<file path="src/wb_pkg.sv">
package wb_pkg;

  // byte address, one 128-bit word per block
  // block index lives in bits 9:4
  localparam int WB_ADR_W = 10;
  localparam int WB_DAT_W = 128;

  // masters on the shared frame memory
  localparam int WB_MASTERS = 2;
  localparam int M_WRITER = 0;
  localparam int M_SCANOUT = 1;

endpackage

</file>
<file path="src/wb_arbiter.sv">
module wb_arbiter
  import wb_pkg::*;
(
  input  logic                  clk_in,
  input  logic                  rst_n,
  input  logic [WB_MASTERS-1:0] m_cyc,
  input  logic [WB_MASTERS-1:0] m_stb,
  input  logic [WB_MASTERS-1:0] m_we,
  input  logic [WB_ADR_W-1:0]   m_adr   [WB_MASTERS],
  input  logic [WB_DAT_W-1:0]   m_dat_w [WB_MASTERS],
  output logic [WB_MASTERS-1:0] m_ack,
  output logic [WB_DAT_W-1:0]   m_dat_r [WB_MASTERS],
  output logic                  s_cyc,
  output logic                  s_stb,
  output logic                  s_we,
  output logic [WB_ADR_W-1:0]   s_adr,
  output logic [WB_DAT_W-1:0]   s_dat_w,
  input  logic [WB_DAT_W-1:0]   s_dat_r,
  input  logic                  s_ack
);

  logic granted;
  // current owner, kept after release as last served
  logic [$clog2(WB_MASTERS)-1:0] owner;
  logic [$clog2(WB_MASTERS)-1:0] cand;
  logic [$clog2(WB_MASTERS)-1:0] pick;
  logic found;

  // search starts just after the last served master
  always_comb begin
    cand  = owner;
    pick  = owner;
    found = 1'b0;
    for (int k = 0; k < WB_MASTERS; k++) begin
      cand = (cand == WB_MASTERS - 1) ? '0 : cand + 1'b1;
      if (!found && m_cyc[cand]) begin
        pick  = cand;
        found = 1'b1;
      end
    end
  end

  always_ff @(posedge clk_in or negedge rst_n) begin
    if (!rst_n) begin
      granted <= 1'b0;
      owner   <= '0;
    end else if (granted) begin
      // cycle over when the owner drops cyc
      if (!m_cyc[owner]) begin
        granted <= 1'b0;
      end
    end else if (found) begin
      granted <= 1'b1;
      owner   <= pick;
    end
  end

  // slave side follows the owner
  assign s_cyc   = granted && m_cyc[owner];
  assign s_stb   = granted && m_stb[owner];
  assign s_we    = m_we[owner];
  assign s_adr   = m_adr[owner];
  assign s_dat_w = m_dat_w[owner];

  always_comb begin
    for (int i = 0; i < WB_MASTERS; i++) begin
      m_ack[i]   = s_ack && granted && (owner == i);
      m_dat_r[i] = s_dat_r;
    end
  end

  // ack lands only on a master that already held the grant
  assert property (@(posedge clk_in) disable iff (!rst_n)
    s_ack |-> granted && $past(granted) && $stable(owner) && m_stb[owner]);

endmodule

</file>
<file path="config.mk">
export PLATFORM = sky130hd
export DESIGN_NAME = wb_arbiter
export DESIGN_NICKNAME = d
export VERILOG_FILES = /design/src/wb_pkg.sv /design/src/wb_arbiter.sv
export SDC_FILE = /design/constraint.sdc
export NUM_CORES = 1
export LEC_CHECK = 0
export ABC_AREA = 1
export BUFFER_PORTS_ARGS = -buffer_cell sky130_fd_sc_hd__buf_2
export CAP_MARGIN = 5
export CELL_PAD_IN_SITES_DETAIL_PLACEMENT = 1
export CELL_PAD_IN_SITES_GLOBAL_PLACEMENT = 1
export CORE_AREA = 2 2 312 314
export CTS_BUF_LIST = sky130_fd_sc_hd__clkbuf_8
export DETAILED_ROUTE_END_ITERATION = 7
export DIE_AREA = 0 0 314 316
export PLACE_DENSITY = 0.45
export SYNTH_ARGS = -nofsm -noshare
export SYNTH_HDL_FRONTEND = slang
export SYNTH_SLANG_ARGS = --single-unit
</file>
<file path="constraint.sdc">
create_clock -name clk_in -period 1 [get_ports clk_in]
set_input_delay 0.1 -clock clk_in [delete_from_list [all_inputs] [get_ports clk_in]]
set_output_delay 0.1 -clock clk_in [all_outputs]
set_load 0.01 [all_outputs]
</file>
==> metrics.md <==
| Metric | Value |
|---|---|
| # nets final | 1351 |
| Final Max Slew Viols | 0 |
| Commonest cells in the netlist | nand2_1 (421), buf_4 (266), buf_2 (17) |
| Post-Syn Instances | 725 |
| Synth area leaders | buf_4 (52%), nand2_1 (41%), buf_2 (2.2%), dfrtp_1 (1.3%), buf_6 (1.2%) |
| Share of cells above drive strength 1 | 0.8196 |
| Post-Route Skew | 7.389 ps |
| Tmin final | 1675 ps |
| DRC Markers | 0 |
| Synthesis Warnings | 0 |
| CTS tree | done |
| Initial DRC count | 111 |
| Cell Chain, Critical Path | inv_12, buf_16, buf_12, nand2_1, nand2_2, buf_6 |
| Synthesized area | 0.003825 mm2 |
| GRT Total Usage | 0.08029 |
| Initial core utilization | 0.03985 |
| Worst setup SP type | flop |
| Worst-path maximum fanout | 7 |
| CTS Buf Count | 3 |
| Pwr/cell area | 2702 mW/mm2 |
| Post-Synth Adder-Cell Area | 0 |
| # rows | 114 |
| Post-route non-filler standard cell count | 2219 |
| CP arrival | 1580 ps |
| Slew @ Worst Pin | 258.0 ps |
| Synth Area in Compound Gates | 0.003925 |
| Worst setup margin | -675.4 ps |
| Place WS | -596.0 ps |
| Unique masters post-synth | 11 |
| Largest family of logic cells by synthesized area | buffers and inverters |
| Count leader, synth | nand2_1 |
| DR pass1 iterations | 4 |
| Clock sink count | 2 |
| VDD IR-drop max | 0.8582 mV |
| Max_slew headroom | 0.8278 |
| Worst-path clk slew | 30 ps |
| Die area | 0.09922 mm2 |
| First-pass GRT wire length | 52410 um |
| H-tree Lvls | 1 |
| Vias in the first global route | 5431 |
| Max-Cap Viols | 0 |
| Post-DP HPWL | 34570 um |
| Final hold vios | 0 |
| GRT overflow | 0 |
| Via count | 5224 |
| Avg Vias per Cell | 2.354 |
| Root buf cell | clkbuf_8 |
| Layout area overhead | 128.8% |
| WS Path Type | reg -> out |
| Clk buf depth | 2 |
| Mux cell area share after synthesis | 0 |
| Top Family by Delay on Critical Path | buffers and inverters |
| Synth Area per Inst | 5.276 um2 |
| Final Setup Violations | 145 |
| RePlAce Congestion | 0.6789 |
| Failing checks | setup timing |
| Die Span Y | 316 um |
| Routed wire per std cell | 19.32 um |
| Synth async-reset ratio | 1.000 |
| Initial antenna violation count | 16 |
| Post-synth top area cell | buf_4 |
| Synth Net Count | 1138 |
| Final period utilization | 1.675 |
| Port buffer count | 427 |
| Clock latency on the worst-skew pair | 210 ps |
| Placed instance count | 2175 |
| Crit path buffers/inverters | 4 |
| Max Clock Freq | 596.9 MHz |
| Fillers | 11626 |
| RSZ-0062 raised after global routing | yes |
| Yosys reg bits | 2 |
| P_leak | 4.368 nW |
| Req. time, crit path | 900 ps |
| Post-Synth XOR/XNOR Area | 0 |
| ANT nets after route | 0 |
| Main synth FF type | dfrtp_1 |
| Seq/Total Area, Yosys | 0.01308 |
| Post-Synth Simple-Gate Area | 0.4203 |
| Largest net degree at the start of global routing | 16 |
| Yosys top cell area share | 0.5221 |
| # IOs | 812 |
| Run status | complete, but fails checks |
| EDFF count, synth | 0 |
| Die W | 314 um |
| Crit end category | output pin |
| Routed WL | 42860 um |
| Hold Crit Class | in -> reg |
| Core Area | 0.09599 mm2 |
| Slowest CP cell | dfrtp_4 |
| Max incr delay on CP | 560 ps |
## worst paths after layout
check | start | to | slack [ps] | cells past startpoint
max | owner | s_dat_w[2] | -680 | 6
min in group asynchronous | rst_n | owner | 370 | 2
max reg2reg | owner | owner | -340 | 6
min reg2reg | granted | owner | 660 | 3
min | m_cyc[0] | granted | 180 | 3
max in group asynchronous | rst_n | owner | 510 | 2
## where the power goes
group | total (mW) | internal (mW) | switching, mW
sequential | 0.259 | 0.137 | 0.122
combinational | 23.1 | 10.9 | 12.1
clock | 0.325 | 0.260 | 0.0651
total | 23.6 | 11.3 | 12.3
## layer usage
layer  GRT usage  share of wire  routed length (um)
met5           0        0.00051                  22
met4     0.03230          0.039                1661
met3     0.03030           0.10                4402
met2      0.1236           0.44               18920
met1      0.1005           0.42               17860
## logic make-up after synthesis
| kind of cell | after synthesis |
|---|---|
| AOI/OAI and AO/OA | 3 |
| DFF | 2 |
| and+or+nand+nor | 427 |
| buffers and inverters | 293 |
## through the flow
stage | area, um2 | power (mW) | setup TNS [ps] | utilization | hold slack (ps)
finish | 8751 | 23.65 | -85880 | 0.09116 | 181.3
global route | 8743 | 25.62 | -94270 | 0.09108 | 182.8
CTS | 8110 | 23.01 | -93840 | 0.08449 | 162.9
detailed placement | 6026 | 14.07 | -55480 | 0.06277 | -96.63
global placement | 6026 | 14.10 | -54680 | 0.06277 | -100.4
floorplan | 3965 | 6.977 | -1933 | - | -195.6
## cell usage in the layout (no fill, tap or decap)
cell type / n
nand2_1: 155
dfrtp_4: 1
dlygate4sd3_1: 1
buf_8: 11
buf_12: 26
buf_6: 99
nand2_2: 150
nand2_4: 115
o21ai_2: 1
o21ai_1: 1
inv_12: 1
nor3_2: 1
buf_4: 9
nor3_4: 1
nand2_8: 1
nor2_1: 2
o21ai_0: 1
inv_1: 6
clkbuf_16: 5
nand3_1: 2
clkbuf_8: 3
dfrtp_1: 1
buf_16: 17
buf_2: 327
diode_2: 6
## registers in the layout, indices dropped and copies added (netlist names)
name     cells
granted      1
owner        1
## worst min-delay path, delay by kind of cell
kind	cells	cell delay [ps]
buffers and inverters	1	90
AO/OA/AOI/OAI	1	60
AND/OR/NAND/NOR	1	90
## repair_timing
action	in CTS	in global routing
hold endpoints to repair	2	0
hold buffers	1	0
pin swaps	45	41
buffers inserted	13	8
cloned	15	5
resized for setup	431	144
endpoints found under the setup margin	145	145
## layout make-up
class	instances	area [um2]	share of cell area
diodes	6	15.01	0.001716
clock buffers	3	41.29	0.004718
clock inverters	1	3.754	0.0004289
inverters	6	35.03	0.004003
multi-input cells	430	2898	0.3311
flip-flops and latches	2	53.80	0.006148
well taps	1276	1597	0.1824
repair buffers	495	4108	0.4694
(Power assumes the default switching activity.)
