### src/wb_pkg.sv
package wb_pkg;

  // byte address, one 128-bit word per block
  // block index lives in bits 9:4
  localparam int WB_ADR_W = 10;
  localparam int WB_DAT_W = 128;

  // masters on the shared frame memory
  localparam int WB_MASTERS = 2;
  localparam int M_WRITER = 0;
  localparam int M_SCANOUT = 1;

endpackage

### src/fb_pkg.sv
package fb_pkg;

  // frame geometry, kept small for simulation
  localparam int H_PIXELS = 64;
  localparam int V_LINES = 8;
  localparam int PIX_PER_BLOCK = 8;
  localparam int BLOCKS_PER_LINE = H_PIXELS / PIX_PER_BLOCK;
  localparam int BLOCKS_PER_FRAME = BLOCKS_PER_LINE * V_LINES;

  // fifo depths along the frame path
  localparam int WR_FIFO_DEPTH = 4;
  localparam int PIX_FIFO_DEPTH = 16;

  // rgb565, red on top
  typedef struct packed {
    logic [4:0] r;
    logic [5:0] g;
    logic [4:0] b;
  } pixel_t;

  // pixel 0 sits in bits 15:0
  typedef pixel_t [PIX_PER_BLOCK-1:0] block_t;

  typedef logic [$clog2(BLOCKS_PER_FRAME)-1:0] block_addr_t;

  // pattern select codes
  localparam logic [1:0] PAT_SOLID = 2'd0;
  localparam logic [1:0] PAT_CROSS = 2'd1;
  localparam logic [1:0] PAT_HRAMP = 2'd2;
  localparam logic [1:0] PAT_MIX = 2'd3;

endpackage
### src/fb_writer.sv
module fb_writer
  import fb_pkg::*;
  import wb_pkg::*;
(
  input  logic                clk_in,
  input  logic                rst_n,
  input  logic                frame_start,
  input  logic [1:0]          pattern_sel,
  output logic                frame_done,
  output logic                wb_cyc,
  output logic                wb_stb,
  output logic                wb_we,
  output logic [WB_ADR_W-1:0] wb_adr,
  output logic [WB_DAT_W-1:0] wb_dat_w,
  input  logic                wb_ack
);

  // one queued write, index and payload
  typedef struct packed {
    block_addr_t addr;
    block_t      data;
  } wr_entry_t;

  logic busy;
  logic stacking;
  logic restart;
  logic [1:0] pat_q;
  logic stk_valid;
  logic stk_ready;
  logic stk_last;
  block_addr_t stk_addr;
  block_t stk_block;
  logic push;
  logic pop;
  logic fifo_full;
  logic fifo_empty;
  wr_entry_t head;
  logic last_ack;

  // start only from idle
  assign restart = frame_start && !busy;
  assign stk_ready = !fifo_full;
  assign push = stk_valid && stk_ready;
  // retire the head on ack
  assign pop = wb_cyc && wb_ack;
  // final block written, all blocks already stacked
  assign last_ack = pop && !stacking && (head.addr == BLOCKS_PER_FRAME - 1);

  always_ff @(posedge clk_in or negedge rst_n) begin
    if (!rst_n) begin
      busy       <= 1'b0;
      stacking   <= 1'b0;
      pat_q      <= PAT_SOLID;
      frame_done <= 1'b0;
    end else begin
      frame_done <= last_ack;
      if (restart) begin
        busy     <= 1'b1;
        stacking <= 1'b1;
        pat_q    <= pattern_sel;
      end else begin
        if (push && stk_last) begin
          stacking <= 1'b0;
        end
        if (last_ack) begin
          busy <= 1'b0;
        end
      end
    end
  end

  pattern_stacker u_stacker (
    .clk_in    (clk_in),
    .rst_n     (rst_n),
    .restart   (restart),
    .sel       (pat_q),
    .ready     (stk_ready),
    .valid     (stk_valid),
    .block_addr(stk_addr),
    .block     (stk_block),
    .last      (stk_last)
  );

  block_fifo #(
    .T    (wr_entry_t),
    .DEPTH(WR_FIFO_DEPTH)
  ) u_fifo (
    .clk_in(clk_in),
    .rst_n (rst_n),
    .push  (push),
    .wdata ('{addr: stk_addr, data: stk_block}),
    .full  (fifo_full),
    .pop   (pop),
    .rdata (head),
    .empty (fifo_empty),
    .count ()
  );

  // one classic write per fifo entry, idle one cycle after each ack
  always_ff @(posedge clk_in or negedge rst_n) begin
    if (!rst_n) begin
      wb_cyc <= 1'b0;
      wb_stb <= 1'b0;
    end else if (wb_cyc && wb_ack) begin
      wb_cyc <= 1'b0;
      wb_stb <= 1'b0;
    end else if (!wb_cyc && !fifo_empty) begin
      wb_cyc <= 1'b1;
      wb_stb <= 1'b1;
    end
  end

  assign wb_we    = 1'b1;
  assign wb_adr   = WB_ADR_W'(head.addr) << $clog2(WB_DAT_W / 8);
  assign wb_dat_w = head.data;

  assert property (@(posedge clk_in) disable iff (!rst_n) wb_stb |-> wb_cyc);
  // head must not move under a pending write
  assert property (@(posedge clk_in) disable iff (!rst_n)
    wb_stb && !wb_ack |=> wb_stb && $stable(wb_adr) && $stable(wb_dat_w));

endmodule

### src/block_fifo.sv
module block_fifo #(
  parameter type T = logic [15:0],
  parameter int DEPTH = 4
) (
  input  logic                       clk_in,
  input  logic                       rst_n,
  input  logic                       push,
  input  T                           wdata,
  output logic                       full,
  input  logic                       pop,
  output T                           rdata,
  output logic                       empty,
  output logic [$clog2(DEPTH+1)-1:0] count
);

  T mem [DEPTH];
  logic [$clog2(DEPTH)-1:0] wr_ptr;
  logic [$clog2(DEPTH)-1:0] rd_ptr;

  // head always visible, first word falls through
  assign rdata = mem[rd_ptr];
  assign empty = (count == 0);
  assign full  = (count == DEPTH);

  always_ff @(posedge clk_in) begin
    if (push) begin
      mem[wr_ptr] <= wdata;
    end
  end

  always_ff @(posedge clk_in or negedge rst_n) begin
    if (!rst_n) begin
      wr_ptr <= '0;
      rd_ptr <= '0;
      count  <= '0;
    end else begin
      if (push) begin
        wr_ptr <= (wr_ptr == DEPTH - 1) ? '0 : wr_ptr + 1'b1;
      end
      if (pop) begin
        rd_ptr <= (rd_ptr == DEPTH - 1) ? '0 : rd_ptr + 1'b1;
      end
      // net occupancy change
      case ({push, pop})
        2'b10:   count <= count + 1'b1;
        2'b01:   count <= count - 1'b1;
        default: count <= count;
      endcase
    end
  end

  // overflow and underflow guards for both users
  assert property (@(posedge clk_in) disable iff (!rst_n) full |-> !push);
  assert property (@(posedge clk_in) disable iff (!rst_n) empty |-> !pop);

endmodule

### src/pattern_stacker.sv
module pattern_stacker
  import fb_pkg::*;
(
  input  logic        clk_in,
  input  logic        rst_n,
  input  logic        restart,
  input  logic [1:0]  sel,
  input  logic        ready,
  output logic        valid,
  output block_addr_t block_addr,
  output block_t      block,
  output logic        last
);

  logic armed;
  logic [$clog2(BLOCKS_PER_LINE)-1:0] col;
  logic [$clog2(V_LINES)-1:0] line;
  logic advance;

  // block accepted by the fifo this cycle
  assign advance = valid && ready;
  assign valid = armed;

  // raster order, column fastest
  assign block_addr = {line, col};
  assign last = (col == BLOCKS_PER_LINE - 1) && (line == V_LINES - 1);

  always_ff @(posedge clk_in or negedge rst_n) begin
    if (!rst_n) begin
      armed <= 1'b0;
      col   <= '0;
      line  <= '0;
    end else if (restart) begin
      armed <= 1'b1;
      col   <= '0;
      line  <= '0;
    end else if (advance) begin
      if (col == BLOCKS_PER_LINE - 1) begin
        col  <= '0;
        line <= line + 1'b1;
      end else begin
        col <= col + 1'b1;
      end
      // frame finished, wait for the next restart
      if (last) begin
        armed <= 1'b0;
      end
    end
  end

  // eight generators side by side, one per pixel of the block
  for (genvar i = 0; i < PIX_PER_BLOCK; i++) begin : g_pix
    logic [5:0] hcount;

    // column times 8 plus lane
    assign hcount = {col, 3'(i)};

    pattern_pixel u_pixel (
      .sel   (sel),
      .hcount(hcount),
      .vcount(line),
      .pixel (block[i])
    );
  end

endmodule

### src/pattern_pixel.sv
module pattern_pixel
  import fb_pkg::*;
(
  input  logic [1:0] sel,
  input  logic [5:0] hcount,
  input  logic [2:0] vcount,
  output pixel_t     pixel
);

  // 8-bit colours before reduction to 565
  logic [7:0] red;
  logic [7:0] green;
  logic [7:0] blue;

  always_comb begin
    red   = 8'h00;
    green = 8'h00;
    blue  = 8'h00;
    case (sel)
      PAT_SOLID: begin
        // magenta
        red  = 8'hFF;
        blue = 8'hFF;
      end
      PAT_CROSS: begin
        // one white column and one white line through the centre
        if (hcount == H_PIXELS / 2 || vcount == V_LINES / 2) begin
          red   = 8'hFF;
          green = 8'hFF;
          blue  = 8'hFF;
        end
      end
      PAT_HRAMP: begin
        // grey ramp, 4 steps per pixel
        red   = {hcount, 2'b00};
        green = {hcount, 2'b00};
        blue  = {hcount, 2'b00};
      end
      PAT_MIX: begin
        red   = {hcount, 2'b00};
        green = {vcount, 5'b00000};
        // sum wraps at 8 bits
        blue  = red + green;
      end
    endcase
  end

  // keep the top bits of each colour
  assign pixel = {red[7:3], green[7:2], blue[7:3]};

endmodule

### config.mk
export PLATFORM = sky130hd
export DESIGN_NAME = fb_writer
export DESIGN_NICKNAME = d
export VERILOG_FILES = /design/src/wb_pkg.sv /design/src/fb_pkg.sv /design/src/fb_writer.sv /design/src/block_fifo.sv /design/src/pattern_stacker.sv /design/src/pattern_pixel.sv
export SDC_FILE = /design/constraint.sdc
export NUM_CORES = 1
export LEC_CHECK = 0
export ABC_CLOCK_PERIOD_IN_PS = 5300
export BUFFER_PORTS_ARGS = -buffer_cell sky130_fd_sc_hd__buf_2
export CORE_UTILIZATION = 35
export CTS_BUF_LIST = sky130_fd_sc_hd__clkbuf_4
export DETAILED_ROUTE_END_ITERATION = 8
export GPL_TIMING_DRIVEN = 0
export PLACE_DENSITY = 0.53
export SYNTH_ARGS = -nofsm -noshare
export SYNTH_HDL_FRONTEND = slang
export SYNTH_SLANG_ARGS = --single-unit
### constraint.sdc
create_clock -name clk_in -period 5.3 [get_ports clk_in]
set_clock_uncertainty 0.1 [all_clocks]
set_input_delay 0.265 -clock clk_in [delete_from_list [all_inputs] [get_ports clk_in]]
set_output_delay 0.265 -clock clk_in [all_outputs]
set_load 0.02 [all_outputs]
==> results.json <==
{
  "fin_crit_ns": 2.88,
  "ys.flop_type": "edfxtp_1",
  "drtIter0Drc": 240,
  "antenna_found_initial": 1,
  "synth-xor-area-share_pct": 0.533,
  "cts_resized": 0,
  "start_util_pct": 36.1,
  "ios": 148,
  "drc": 21,
  "die_y_um": 139,
  "synth_most_common_cell": "edfxtp_1",
  "synth_top_family_by_area": "buffers and inverters",
  "clock_latency_ns": 0.56,
  "slew_viol_final": 0,
  "drive_gt1_share_pct": 53.2,
  "via_per_inst": 4.55,
  "grt_pass1_wl_um": 20500,
  "cts_max_level": 4,
  "ys_seq_area_share_pct": 62.4,
  "cp-start-kind": "flip-flop",
  "synth_area_mm2": 0.00657,
  "wire_per_inst_um": 15.5,
  "fp.coreArea_mm2": 0.0182,
  "crit_required_ns": 4.93,
  "synth.top_cell.area_share_pct": 54.8,
  "muxShareOfSynthArea_pct": 11.9,
  "grtUsageTotal_pct": 14.3,
  "synth_area_leader_cell": "edfxtp_1",
  "timing.hold.ws_ns": 0.0781,
  "yosys.area_share.simple_pct": 4.74,
  "synth_warnings": 0,
  "cp-end-kind": "output port",
  "synthArstFlopShare_pct": 14.3,
  "netlist_top_cells_count": "120 x edfxtp_1, 112 x buf_4, 22 x mux4_2",
  "clockBufferDepth": 2,
  "post_cts_buffers": 0,
  "drt-total-wl_um": 12900,
  "hpwl_um": 8580,
  "antenna_left": 0,
  "cp_max_fo": 16,
  "die_w_um": 139,
  "root_buffer": "clkbuf_4",
  "fmax_mhz": 347,
  "cts.clk_slew.worst_paths_ns": 0.12,
  "max_cap_viol_count": 0,
  "fin_setup_tns_ns": 0,
  "synth_cell_type_count": 39,
  "grt-ovfl-total": 0,
  "area_delta_synth_final_pct": 19.7,
  "row_count": 49,
  "failed_checks": "design-rule violations",
  "syn_avg_cell_area_um2": 15.6,
  "min_path_type": "in -> reg",
  "cts_made_buffers": 17,
  "grt_setup_unrepaired": "false",
  "tightest_slew_ns": 0.926,
  "gp_congestion": 0.735,
  "synth_edf_count": 120,
  "clkSinkCount": 140,
  "hold_viol_final": 0,
  "crit_arrival_ns": 2.51,
  "path_class": "reg -> out",
  "setup_viol": 0,
  "first_global_vias": 3677,
  "synthCells": 421,
  "fin_crit_sh_pct": 54.3,
  "synth-seq-cells": 140,
  "numPortBuffers": 142,
  "synth_compound_area_share_pct": 2.63,
  "first_pass_iters": 6,
  "yosys.area_share.adder_pct": 3.08,
  "num_vias": 3783,
  "status": "finished with violations",
  "ys_top_cells_by_area": "edfxtp_1 55%, buf_4 13%, dfrtp_1 7.6%",
  "fp.dieArea_mm2": 0.0193,
  "tritoncts": "built",
  "relSlewSlack_pct": 38.3,
  "num-nets-final": 610,
  "grt_start_max_net_pins": 31
}
-- path summary, 6_finish.rpt --
path	startpoint	end	slack, ns	cells past startpoint
setup / recovery	u_fifo.rd_ptr[1]	wb_dat_w[59]	2.42	5
hold / removal	wb_ack	wb_stb	0.08	4
setup reg to reg	u_fifo.count[2]	u_fifo.mem[1][127]	2.98	3
hold reg to reg	stacking	stacking	0.39	1
max in group asynchronous	rst_n	stacking	4.66	2
min in group asynchronous	rst_n	pat_q[0]	0.09	2
-- worst max-delay path: stages, from the launching register on --
cell and delay, ns:
dfrtp_1 0.47, buf_2 0.30, buf_2 0.34, mux4_2 0.50, buf_4 0.18, buf_2 0.15
-- layout by cell type, fill, tap and decap left out, types with 2 or more instances in the layout --
cell type      count
nand2b_1           2
a21oi_1            6
mux4_1             8
mux4_2            22
nor2b_1            5
mux2i_1            2
o21ai_0           13
clkbuf_1           6
xor2_1             2
and2_0             3
clkinv_2           5
mux2_2             5
nand3_1           10
edfxtp_1         120
dlygate4sd3_1      4
nand4_1            6
xnor2_1            2
ha_1              13
conb_1             5
clkbuf_4          21
nor2_1            10
clkinv_1           4
nand2_1           10
buf_2            145
and2_1             2
inv_1             13
a21o_1             4
buf_4            112
fa_1               2
o31ai_1            3
dfrtp_1           20
and3_2             4
-- through the flow --
stage / util [%] / instances / setup slack (ns) / instance area, µm²
6_report: 43.2 / 832 / 2.42 / 7870
5_1_grt: 43.2 / 832 / 2.23 / 7870
4_1_cts: 43.2 / 831 / 2.33 / 7860
3_5_place_dp: 41.7 / 795 / 2.96 / 7590
3_3_place_gp: 41.6 / 795 / 2.34 / 7580
2_1_floorplan: - / 424 / 3.14 / 6590
-- cells by family (layout without fill, tap and decap cells) --
family | after synthesis | in the layout
flops | 140 | 140
buf+inv | 136 | 314
simple gates | 58 | 58
mux | 37 | 37
compound gates | 29 | 29
fa+ha+maj | 15 | 15
xor+xnor | 4 | 4
other cells | 2 | 6
-- layer usage --
layer	GRT usage, %	routed length [µm]	up-vias
li1	-	-	1788
met1	17.5	5700	1849
met2	24.1	6320	128
met3	3.56	673	18
met4	6.20	234	0
met5	0	0	-
-- final cells by class --
class                      instances  area [µm²]
fill                            1657       10300
clock inverter                    11        78.8
sequential                       140        4100
multi-input combinational        148        1530
tap                              229         287
antenna                            1        2.50
inverter                          13        48.8
clock buffer                      21         158
buffer                           123         910
timing repair buffer             146         751
-- flip-flops by register name, summed over array words and instances (netlist names) --
| register | cells |
|---|---|
| wb_stb | 1 |
| u_stacker.valid | 1 |
| u_fifo.count | 3 |
| pat_q | 2 |
| u_fifo.rd_ptr | 2 |
| u_fifo.wr_ptr | 2 |
| frame_done | 1 |
| u_stacker.col | 3 |
| stacking | 1 |
| u_stacker.line | 3 |
| u_fifo.mem | 120 |
| busy | 1 |
-- what timing repair did --
| item | in CTS | in global routing |
|---|---|---|
| setup endpoints to repair | 0 | 0 |
| endpoints found under the hold margin | 23 | 0 |
| hold buffers | 4 | 0 |
Power is not shown: default switching activity piles up to over one toggle a cycle in this logic, so the estimate is an artifact.
