### src/wb_pkg.sv
package wb_pkg;

  // byte address, one 128-bit word per block
  // block index lives in bits 9:4
  localparam int WB_ADR_W = 10;
  localparam int WB_DAT_W = 128;

  // masters on the shared frame memory
  localparam int WB_MASTERS = 2;
  localparam int M_WRITER = 0;
  localparam int M_SCANOUT = 1;

endpackage

### src/fb_pkg.sv
package fb_pkg;

  // frame geometry, kept small for simulation
  localparam int H_PIXELS = 64;
  localparam int V_LINES = 8;
  localparam int PIX_PER_BLOCK = 8;
  localparam int BLOCKS_PER_LINE = H_PIXELS / PIX_PER_BLOCK;
  localparam int BLOCKS_PER_FRAME = BLOCKS_PER_LINE * V_LINES;

  // fifo depths along the frame path
  localparam int WR_FIFO_DEPTH = 4;
  localparam int PIX_FIFO_DEPTH = 16;

  // rgb565, red on top
  typedef struct packed {
    logic [4:0] r;
    logic [5:0] g;
    logic [4:0] b;
  } pixel_t;

  // pixel 0 sits in bits 15:0
  typedef pixel_t [PIX_PER_BLOCK-1:0] block_t;

  typedef logic [$clog2(BLOCKS_PER_FRAME)-1:0] block_addr_t;

  // pattern select codes
  localparam logic [1:0] PAT_SOLID = 2'd0;
  localparam logic [1:0] PAT_CROSS = 2'd1;
  localparam logic [1:0] PAT_HRAMP = 2'd2;
  localparam logic [1:0] PAT_MIX = 2'd3;

endpackage
### src/fb_scanout.sv
module fb_scanout
  import fb_pkg::*;
  import wb_pkg::*;
(
  input  logic                clk_in,
  input  logic                rst_n,
  input  logic                scan_start,
  output logic                scan_done,
  output logic                wb_cyc,
  output logic                wb_stb,
  output logic                wb_we,
  output logic [WB_ADR_W-1:0] wb_adr,
  input  logic [WB_DAT_W-1:0] wb_dat_r,
  input  logic                wb_ack,
  output logic                pix_valid,
  input  logic                pix_ready,
  output pixel_t              pix_data,
  output logic                pix_last
);

  typedef logic [$clog2(PIX_PER_BLOCK+1)-1:0] unstack_cnt_t;

  logic busy;
  logic rd_active;
  block_addr_t rd_blk;
  block_t unstack_q;
  unstack_cnt_t unstack_cnt;
  logic [$clog2(PIX_FIFO_DEPTH+1)-1:0] fifo_count;
  logic [$clog2(BLOCKS_PER_FRAME*PIX_PER_BLOCK)-1:0] out_cnt;
  logic fifo_empty;
  logic pix_push;
  logic pix_fire;
  logic rd_ack;
  logic issue;

  assign rd_ack = wb_cyc && wb_ack;
  // new read only with room for a whole block and the unstacker idle
  assign issue = rd_active && !wb_cyc && (unstack_cnt == 0) &&
                 (fifo_count <= PIX_FIFO_DEPTH - PIX_PER_BLOCK);

  always_ff @(posedge clk_in or negedge rst_n) begin
    if (!rst_n) begin
      busy      <= 1'b0;
      rd_active <= 1'b0;
      rd_blk    <= '0;
      out_cnt   <= '0;
      scan_done <= 1'b0;
    end else begin
      scan_done <= pix_fire && pix_last;
      if (scan_start && !busy) begin
        busy      <= 1'b1;
        rd_active <= 1'b1;
        rd_blk    <= '0;
        out_cnt   <= '0;
      end else begin
        if (rd_ack) begin
          rd_blk <= rd_blk + 1'b1;
          // block 63 read, nothing more to fetch
          if (rd_blk == BLOCKS_PER_FRAME - 1) begin
            rd_active <= 1'b0;
          end
        end
        if (pix_fire) begin
          out_cnt <= out_cnt + 1'b1;
        end
        if (pix_fire && pix_last) begin
          busy <= 1'b0;
        end
      end
    end
  end

  // classic read, dropped the cycle after ack
  always_ff @(posedge clk_in or negedge rst_n) begin
    if (!rst_n) begin
      wb_cyc <= 1'b0;
      wb_stb <= 1'b0;
    end else if (rd_ack) begin
      wb_cyc <= 1'b0;
      wb_stb <= 1'b0;
    end else if (issue) begin
      wb_cyc <= 1'b1;
      wb_stb <= 1'b1;
    end
  end

  assign wb_we  = 1'b0;
  assign wb_adr = WB_ADR_W'(rd_blk) << $clog2(WB_DAT_W / 8);

  // unstack counter, eight pushes per block
  always_ff @(posedge clk_in or negedge rst_n) begin
    if (!rst_n) begin
      unstack_cnt <= '0;
    end else if (rd_ack) begin
      unstack_cnt <= unstack_cnt_t'(PIX_PER_BLOCK);
    end else if (unstack_cnt != 0) begin
      unstack_cnt <= unstack_cnt - 1'b1;
    end
  end

  // least significant pixel leaves first
  always_ff @(posedge clk_in) begin
    if (rd_ack) begin
      unstack_q <= wb_dat_r;
    end else if (unstack_cnt != 0) begin
      unstack_q <= block_t'(unstack_q >> $bits(pixel_t));
    end
  end

  assign pix_push = (unstack_cnt != 0);

  block_fifo #(
    .T    (pixel_t),
    .DEPTH(PIX_FIFO_DEPTH)
  ) u_pix_fifo (
    .clk_in(clk_in),
    .rst_n (rst_n),
    .push  (pix_push),
    .wdata (unstack_q[0]),
    .full  (),
    .pop   (pix_fire),
    .rdata (pix_data),
    .empty (fifo_empty),
    .count (fifo_count)
  );

  assign pix_valid = !fifo_empty;
  assign pix_fire  = pix_valid && pix_ready;
  // 512th pixel of the frame
  assign pix_last  = pix_valid && (out_cnt == BLOCKS_PER_FRAME * PIX_PER_BLOCK - 1);

  // stream holds under back-pressure
  assert property (@(posedge clk_in) disable iff (!rst_n)
    pix_valid && !pix_ready |=> pix_valid && $stable(pix_data) && $stable(pix_last));

endmodule

### src/block_fifo.sv
module block_fifo #(
  parameter type T = logic [15:0],
  parameter int DEPTH = 4
) (
  input  logic                       clk_in,
  input  logic                       rst_n,
  input  logic                       push,
  input  T                           wdata,
  output logic                       full,
  input  logic                       pop,
  output T                           rdata,
  output logic                       empty,
  output logic [$clog2(DEPTH+1)-1:0] count
);

  T mem [DEPTH];
  logic [$clog2(DEPTH)-1:0] wr_ptr;
  logic [$clog2(DEPTH)-1:0] rd_ptr;

  // head always visible, first word falls through
  assign rdata = mem[rd_ptr];
  assign empty = (count == 0);
  assign full  = (count == DEPTH);

  always_ff @(posedge clk_in) begin
    if (push) begin
      mem[wr_ptr] <= wdata;
    end
  end

  always_ff @(posedge clk_in or negedge rst_n) begin
    if (!rst_n) begin
      wr_ptr <= '0;
      rd_ptr <= '0;
      count  <= '0;
    end else begin
      if (push) begin
        wr_ptr <= (wr_ptr == DEPTH - 1) ? '0 : wr_ptr + 1'b1;
      end
      if (pop) begin
        rd_ptr <= (rd_ptr == DEPTH - 1) ? '0 : rd_ptr + 1'b1;
      end
      // net occupancy change
      case ({push, pop})
        2'b10:   count <= count + 1'b1;
        2'b01:   count <= count - 1'b1;
        default: count <= count;
      endcase
    end
  end

  // overflow and underflow guards for both users
  assert property (@(posedge clk_in) disable iff (!rst_n) full |-> !push);
  assert property (@(posedge clk_in) disable iff (!rst_n) empty |-> !pop);

endmodule

### config.mk
export PLATFORM = sky130hd
export DESIGN_NAME = fb_scanout
export DESIGN_NICKNAME = d
export VERILOG_FILES = /design/src/wb_pkg.sv /design/src/fb_pkg.sv /design/src/fb_scanout.sv /design/src/block_fifo.sv
export SDC_FILE = /design/constraint.sdc
export NUM_CORES = 1
export LEC_CHECK = 0
export ABC_AREA = 1
export BUFFER_PORTS_ARGS = -buffer_cell sky130_fd_sc_hd__clkbuf_2
export CAP_MARGIN = 15
export CORE_ASPECT_RATIO = 1.75
export CORE_MARGIN = 10
export CORE_UTILIZATION = 49
export CTS_CLUSTER_SIZE = 8
export DETAILED_ROUTE_END_ITERATION = 8
export PLACE_DENSITY_LB_ADDON = 0.2
export RECOVER_POWER = 25
export SLEW_MARGIN = 10
export SYNTH_ARGS = -nofsm -noshare
export SYNTH_HDL_FRONTEND = slang
export SYNTH_SLANG_ARGS = --single-unit
export TNS_END_PERCENT = 50
### constraint.sdc
create_clock -name clk_in -period 12 [get_ports clk_in]
set_input_delay 3 -clock clk_in [delete_from_list [all_inputs] [get_ports clk_in]]
set_output_delay 3 -clock clk_in [all_outputs]
set_load 0.01 [all_outputs]
==> results.sh, run 1 <==
export IMPL_status="completed"
export IMPL_rsz0062_at_grt="false"
export IMPL_tightest_slew_ns=1.16
export IMPL_syn_cell_area_um2=17500
export IMPL_routed_via_density=5.17
export IMPL_ir_worst_vdd_mv=0.141
export IMPL_crit_fanout=63
export IMPL_drc_errors=0
export IMPL_design_area_um2=20300
export IMPL_cts_sinks=420
export IMPL_grt_usage_pct=18.9
export IMPL_area_growth_pct=16.0
export IMPL_final_util_pct=57.5
export IMPL_required_ns=9.00
export IMPL_clockRootBuffer="clkbuf_16"
export IMPL_grt_ovfl_total=0
export IMPL_crit_path_max_incr_delay_ns=0.70
export IMPL_r2r_slack_ns=8.21
export IMPL_path_clk_slew_ns=0.05
export IMPL_yosys_most_used_dff="edfxtp_1"
export IMPL_grt_pass1_vias=11765
export IMPL_cts_tree="yes"
export IMPL_die_area_um2=44000
export IMPL_htreeDepth=2
export IMPL_postPlaceCellArea_um2=18600
export IMPL_crit_path_start_kind="flip-flop"
export IMPL_rr_worst_depth=6
export IMPL_synth_top_area_share_pct=65.9
export IMPL_r2r_end="unstack_q[14]$_DFFE_PP_"
export IMPL_finalSetupViolCount=0
export IMPL_path_cells="inv_4 > buf_4 > nand2_1 > nand3_1 > nand2_1 > a21oi_1 > nand2_1 > nand2_1 > clkbuf_2"
export IMPL_clockBufferDepth=3
export IMPL_port_buffers=159
export IMPL_arrival_ns=3.39
export IMPL_fmax_mhz=156
export IMPL_crit_start="u_pix_fifo.rd_ptr[0]$_DFFE_PN0P_"
export IMPL_endpoint="pix_data[3]"
export IMPL_yosys_warnings=0
export IMPL_top_usage_layer="met2"
export IMPL_cts_buffers=58
export IMPL_dp_hpwl_um=25800
export IMPL_wirelength_um=42100
export IMPL_end_kind="primary output"
export IMPL_post_cts_setup_buffer_count=0
export IMPL_seq_area_frac_synth_pct=71.0
export IMPL_core_area_um2=35300
export IMPL_cts_hold_buffers=0
export IMPL_fin_crit_ns=6.39
export IMPL_met3_usage_pct=3.94
export IMPL_max_cap_violations=0
export IMPL_synth_cell_types=31
export IMPL_vias=11595
export IMPL_r2r_start="wb_stb$_DFFE_PN0P_"
export IMPL_path_class="reg2out"
export IMPL_intPower_uw=3590
export IMPL_synth_edf_count=384
export IMPL_crit_path_frequent_cell="nand2_1"
export IMPL_diodes=0
export IMPL_p_switching_uw=1840
export IMPL_gp_congestion=0.789
export IMPL_pwr_density_cell_nw_per_um2=267
export IMPL_cp_slowest_cell="dfrtp_4"
export IMPL_p_leak_uw=0.00856
export IMPL_ant_nets=0
export IMPL_drive_gt1_share_pct=14.8
export IMPL_tns_ns=0
export IMPL_clock_latency_ns=0.58
export IMPL_grt_use_met2_pct=33.6
export IMPL_use_met1_pct=21.6
export IMPL_rows=91
export IMPL_power_frac_seq_pct=46.5
export IMPL_drtIter0Drc=864
export IMPL_power_clock_fraction_pct=27.6
export IMPL_synth_area_leader_cell="edfxtp_1"
export IMPL_hold_viol=0
export IMPL_hold_path_class="reg2reg"
export IMPL_io_pins=165
export IMPL_start_util_pct=49.6
export IMPL_synthCells=1574
export IMPL_synthArstFlopShare_pct=8.57
export IMPL_syn_avg_cell_area_um2=11.1
export IMPL_max_slew_margin_pct=22.9
export IMPL_p_comb_share_pct=26.0
export IMPL_wl_per_cell_um=18.8
export IMPL_dr_pass1_iters=5
export IMPL_dp_slack_ns=5.58
export IMPL_nNetsFinal=1885
export IMPL_die_h_um=270
export IMPL_skew_ns=0.00887
export IMPL_grt_pass1_wl_um=65400
export IMPL_num_fill_cells=2999
export IMPL_sw_frac_of_total_pct=34.0
export IMPL_cts_resized=0
export IMPL_synth_seq_cells=420
export IMPL_worst_slack_ns=5.61
export IMPL_fin_crit_sh_pct=53.3
export IMPL_grt_max_degree=119
export IMPL_die_w_um=163
export IMPL_drv_slew=0
export IMPL_antenna_found_initial=0
export IMPL_yosys_top_cells_area="edfxtp_1 66%, nand2_1 13%, dfrtp_1 5.1%"
[flip-flops by register name, indices dropped and copies added, names as in the netlist, 4 cells and up]
register,flops
u_pix_fifo.mem,256
unstack_q,128
out_cnt,9
rd_blk,6
u_pix_fifo.count,5
u_pix_fifo.rd_ptr,4
u_pix_fifo.wr_ptr,4
unstack_cnt,4
[per-layer routing]
metal | wire length [um] | vias up
met4 | 1420 | 0
li1 | - | 5647
met2 | 22500 | 379
met3 | 2500 | 88
met1 | 15700 | 5481
met5 | 0 | -
[synth_stat cells, drive strengths merged, types with 12 or more instances]
library cell  count
ha               12
nand3            57
o211ai           32
nor2            121
edfxtp          384
clkbuf           22
inv              73
a21oi            84
o21ai            84
nand2           591
buf              59
dfrtp            36
[worst min-delay path by stage]
stage / startpoint / endpoint / slack [ns] / cells past startpoint
2_1_floorplan: rd_active$_DFFE_PN0P_ / rd_active$_DFFE_PN0P_ / 0.44 / 2
3_3_place_gp: out_cnt[8]$_DFFE_PN0P_ / out_cnt[8]$_DFFE_PN0P_ / 0.46 / 2
3_5_place_dp: out_cnt[8]$_DFFE_PN0P_ / out_cnt[8]$_DFFE_PN0P_ / 0.47 / 2
4_1_cts: out_cnt[8]$_DFFE_PN0P_ / out_cnt[8]$_DFFE_PN0P_ / 0.49 / 2
5_1_grt: unstack_q[44]$_DFFE_PP_ / unstack_q[28]$_DFFE_PP_ / 0.53 / 2
6_report: out_cnt[8]$_DFFE_PN0P_ / out_cnt[8]$_DFFE_PN0P_ / 0.48 / 2
[cells in the final DEF, fill, tap and decap left out]
| master | count |
|---|---|
| nor2_2 | 2 |
| nand4_2 | 1 |
| dfrtp_4 | 1 |
| xnor2_1 | 2 |
| buf_4 | 24 |
| ha_1 | 12 |
| clkbuf_16 | 60 |
| inv_16 | 1 |
| nand2_4 | 1 |
| o22ai_1 | 1 |
| clkbuf_2 | 159 |
| clkbuf_1 | 34 |
| a21oi_1 | 84 |
| nand4_1 | 4 |
| nand2_2 | 1 |
| clkinv_2 | 1 |
| dfrtp_1 | 35 |
| nand3_1 | 57 |
| nor2_1 | 118 |
| inv_1 | 64 |
| nor2_4 | 1 |
| o211ai_1 | 32 |
| nand2_1 | 589 |
| inv_6 | 1 |
| conb_1 | 5 |
| inv_2 | 6 |
| edfxtp_1 | 384 |
| inv_4 | 2 |
| or2_2 | 1 |
| xor2_1 | 7 |
| clkinv_1 | 1 |
| nor3_2 | 1 |
| o21ai_0 | 38 |
| o21ai_1 | 46 |
[critical path: cells and delay by family (launching register included)]
kind / cells / cell delay, ns
buffers and inverters: 3 / 1.35
AND/OR/NAND/NOR: 5 / 0.54
AO/OA/AOI/OAI: 1 / 0.13
flip-flops: 1 / 0.70
[area by class of cell]
type	count	area, um^2	area share (%)
multi-input cells	1003	4370	21.5
repair buffers	183	976	4.81
clock buffers	94	1630	8.02
clock inverters	2	28.8	0.142
inverters	74	284	1.40
well taps	465	582	2.87
flip-flops and latches	420	12400	61.2
[kinds of logic after synthesis]
group,synth area share [%]
AND/OR/NAND/NOR,17.3
AO/OA/AOI/OAI,6.21
buffers and inverters,4.11
XOR/XNOR,0.450
adder cells (fa/ha/maj),0.858
other,0.0214
flip-flops,71.0
[per-stage QoR]
stage               instances  power, uW  hold slack [ns]
floorplan                1578       3440            0.442
global placement         2145       3920            0.461
detailed placement       2145       3980            0.475
CTS                      2241       5480            0.488
global route             2241       5750            0.528
finish                   2241       5430            0.483
[power by group through the flow]
| stage | logic [uW] | registers, uW | clock network [uW] |
|---|---|---|---|
| after floorplan | 1000 | 2440 | 0 |
| after global placement | 1400 | 2520 | 0 |
| after detailed placement | 1430 | 2540 | 0 |
| after CTS | 1440 | 2520 | 1520 |
| after global routing | 1600 | 2570 | 1580 |
| final | 1410 | 2520 | 1500 |
(Power assumes the default switching activity.)
==> run 2, diff against run 1 <==
==> constraint.sdc (replaced) <==
create_clock -name clk_in -period 6.1 [get_ports clk_in]
set_input_delay 1.525 -clock clk_in [delete_from_list [all_inputs] [get_ports clk_in]]
set_output_delay 1.525 -clock clk_in [all_outputs]
set_load 0.01 [all_outputs]
==> results.sh, run 2 (same netlist as run 1, synthesis figures left out) <==
export IMPL_path_cells="buf_4 > nand2_1 > nand3_1 > nand2_1 > a21oi_1 > nand2_1 > nand2_1 > clkbuf_2"
export IMPL_cp_slowest_cell="buf_4"
export IMPL_drive_gt1_share_pct=14.9
export IMPL_crit_path_start_kind="flip-flop"
export IMPL_p_leak_uw=0.00857
export IMPL_top_regs="u_pix_fifo.mem (256), unstack_q (128), out_cnt (9)"
export IMPL_regMostFlops="u_pix_fifo.mem"
export IMPL_hold_viol=0
export IMPL_tightest_slew_ns=1.07
export IMPL_grt_ovfl_total=0
export IMPL_dr_pass1_iters=6
export IMPL_rsz0062_at_grt="false"
export IMPL_clockBufferDepth=3
export IMPL_clock_latency_ns=0.58
export IMPL_start_util_pct=49.6
export IMPL_rows=91
export IMPL_status="completed"
export IMPL_cts_hold_buffers=0
export IMPL_path_clk_slew_ns=0.05
export IMPL_multi_input_area_um2=4370
export IMPL_drc_errors=0
export IMPL_diodes=0
export IMPL_hold_path_class="reg2reg"
export IMPL_tns_ns=0
export IMPL_htreeDepth=2
export IMPL_arrival_ns=3.13
export IMPL_top_layer="met4"
export IMPL_ant_nets=0
export IMPL_dr_wl_met3_um=2540
export IMPL_cts_tree="yes"
export IMPL_nNetsFinal=1888
export IMPL_wl_per_cell_um=19.0
export IMPL_cts_resized=0
export IMPL_grt_pass1_wl_um=66400
export IMPL_vias=11657
export IMPL_wl_met1_um=15800
export IMPL_fin_crit_ns=4.65
export IMPL_clockRootBuffer="clkbuf_16"
export IMPL_die_w_um=163
export IMPL_die_h_um=270
export IMPL_max_cap_violations=0
export IMPL_largest_reg_flops=256
export IMPL_wl_met2_um=22900
export IMPL_port_buffers=159
export IMPL_seqCellArea_um2=12400
export IMPL_grt_usage_pct=19.2
export IMPL_gp_congestion=0.798
export IMPL_required_ns=4.58
export IMPL_grt_pass1_vias=11981
export IMPL_wirelength_um=42600
export IMPL_crit_path_frequent_cell="nand2_1"
export IMPL_cts_sinks=420
export IMPL_num_fill_cells=2986
export IMPL_drtIter0Drc=766
export IMPL_cts_buffers=58
export IMPL_die_area_um2=44000
export IMPL_max_slew_margin_pct=28.7
export IMPL_drv_slew=0
export IMPL_area_growth_pct=16.2
export IMPL_routed_via_density=5.19
export IMPL_io_pins=165
export IMPL_report_power_total_uw=10700
export IMPL_grt_max_degree=97
export IMPL_layout_common_cells="589 x nand2_1, 384 x edfxtp_1, 159 x clkbuf_2"
export IMPL_dp_hpwl_um=27000
export IMPL_dp_cells=2148
export IMPL_crit_fanout=94
export IMPL_pwr_density_cell_nw_per_um2=526
export IMPL_antenna_found_initial=0
export IMPL_final_common_cell="nand2_1"
export IMPL_post_cts_setup_buffer_count=0
export IMPL_finalSetupViolCount=0
export IMPL_ir_worst_vdd_mv=0.255
export IMPL_end_kind="primary output"
export IMPL_core_area_um2=35300
export IMPL_fmax_mhz=215
export IMPL_layoutNonFillerInstCount=2245
export IMPL_fin_crit_sh_pct=76.3
export IMPL_skew_ns=0.0194
export IMPL_crit_path_max_incr_delay_ns=0.87
export IMPL_path_class="reg2out"
==> run 2: power breakdown <==
part	internal, uW	total [uW]	switching (uW)
Sequential	4410	4980	568
Combinational	860	2780	1920
Clock	1800	2940	1140
Total	7060	10700	3630
==> run 2: layout make-up <==
| cell class | count | area share (%) |
|---|---|---|
| multi-input combinational | 1003 | 21.5 |
| tap | 465 | 2.86 |
| sequential | 420 | 61.2 |
| timing repair buffer | 186 | 4.91 |
| clock inverter | 2 | 0.160 |
| clock buffer | 95 | 8.03 |
| inverter | 74 | 1.40 |
==> run 2: final timing paths <==
kind                            cells past startpoint  slack, ns                                to                        startpoint
worst max-delay path                                8       1.45                      pix_data[12]  u_pix_fifo.rd_ptr[0]$_DFFE_PN0P_
worst min-delay path                                2       0.48            out_cnt[8]$_DFFE_PN0P_            out_cnt[8]$_DFFE_PN0P_
worst max register to register                      8       3.34           unstack_q[28]$_DFFE_PP_        unstack_cnt[0]$_DFFE_PN0P_
worst min register to register                      2       0.48            out_cnt[8]$_DFFE_PN0P_            out_cnt[8]$_DFFE_PN0P_
max in group asynchronous                           1       4.31  u_pix_fifo.rd_ptr[0]$_DFFE_PN0P_                             rst_n
min in group asynchronous                           1       1.09             rd_blk[4]$_DFFE_PN0P_                             rst_n
==> run 2: worst max-delay path: cells and delay by family (launching register included) <==
family	cells	cell delay, ns
AND/OR/NAND/NOR	5	0.49
AO/OA/AOI/OAI	1	0.17
flip-flops	1	0.80
buffers and inverters	2	1.01
==> run 2: per-layer routing <==
layer,GRT usage (%),vias to the layer above
li1,-,5661
met1,21.7,5560
met2,34.2,360
met3,4.13,76
met4,7.21,0
met5,0,-
==> run 2: stage by stage <==
step | worst slack, ns | cell area [um^2] | hold WS, ns | utilization [%]
floorplan | 1.14 | 17500 | 0.442 | -
global placement | 2.06 | 18700 | 0.463 | 52.9
detailed placement | 2.06 | 18700 | 0.472 | 52.9
CTS | 1.46 | 20300 | 0.482 | 57.6
global route | 1.23 | 20300 | 0.516 | 57.6
finish | 1.45 | 20300 | 0.477 | 57.6
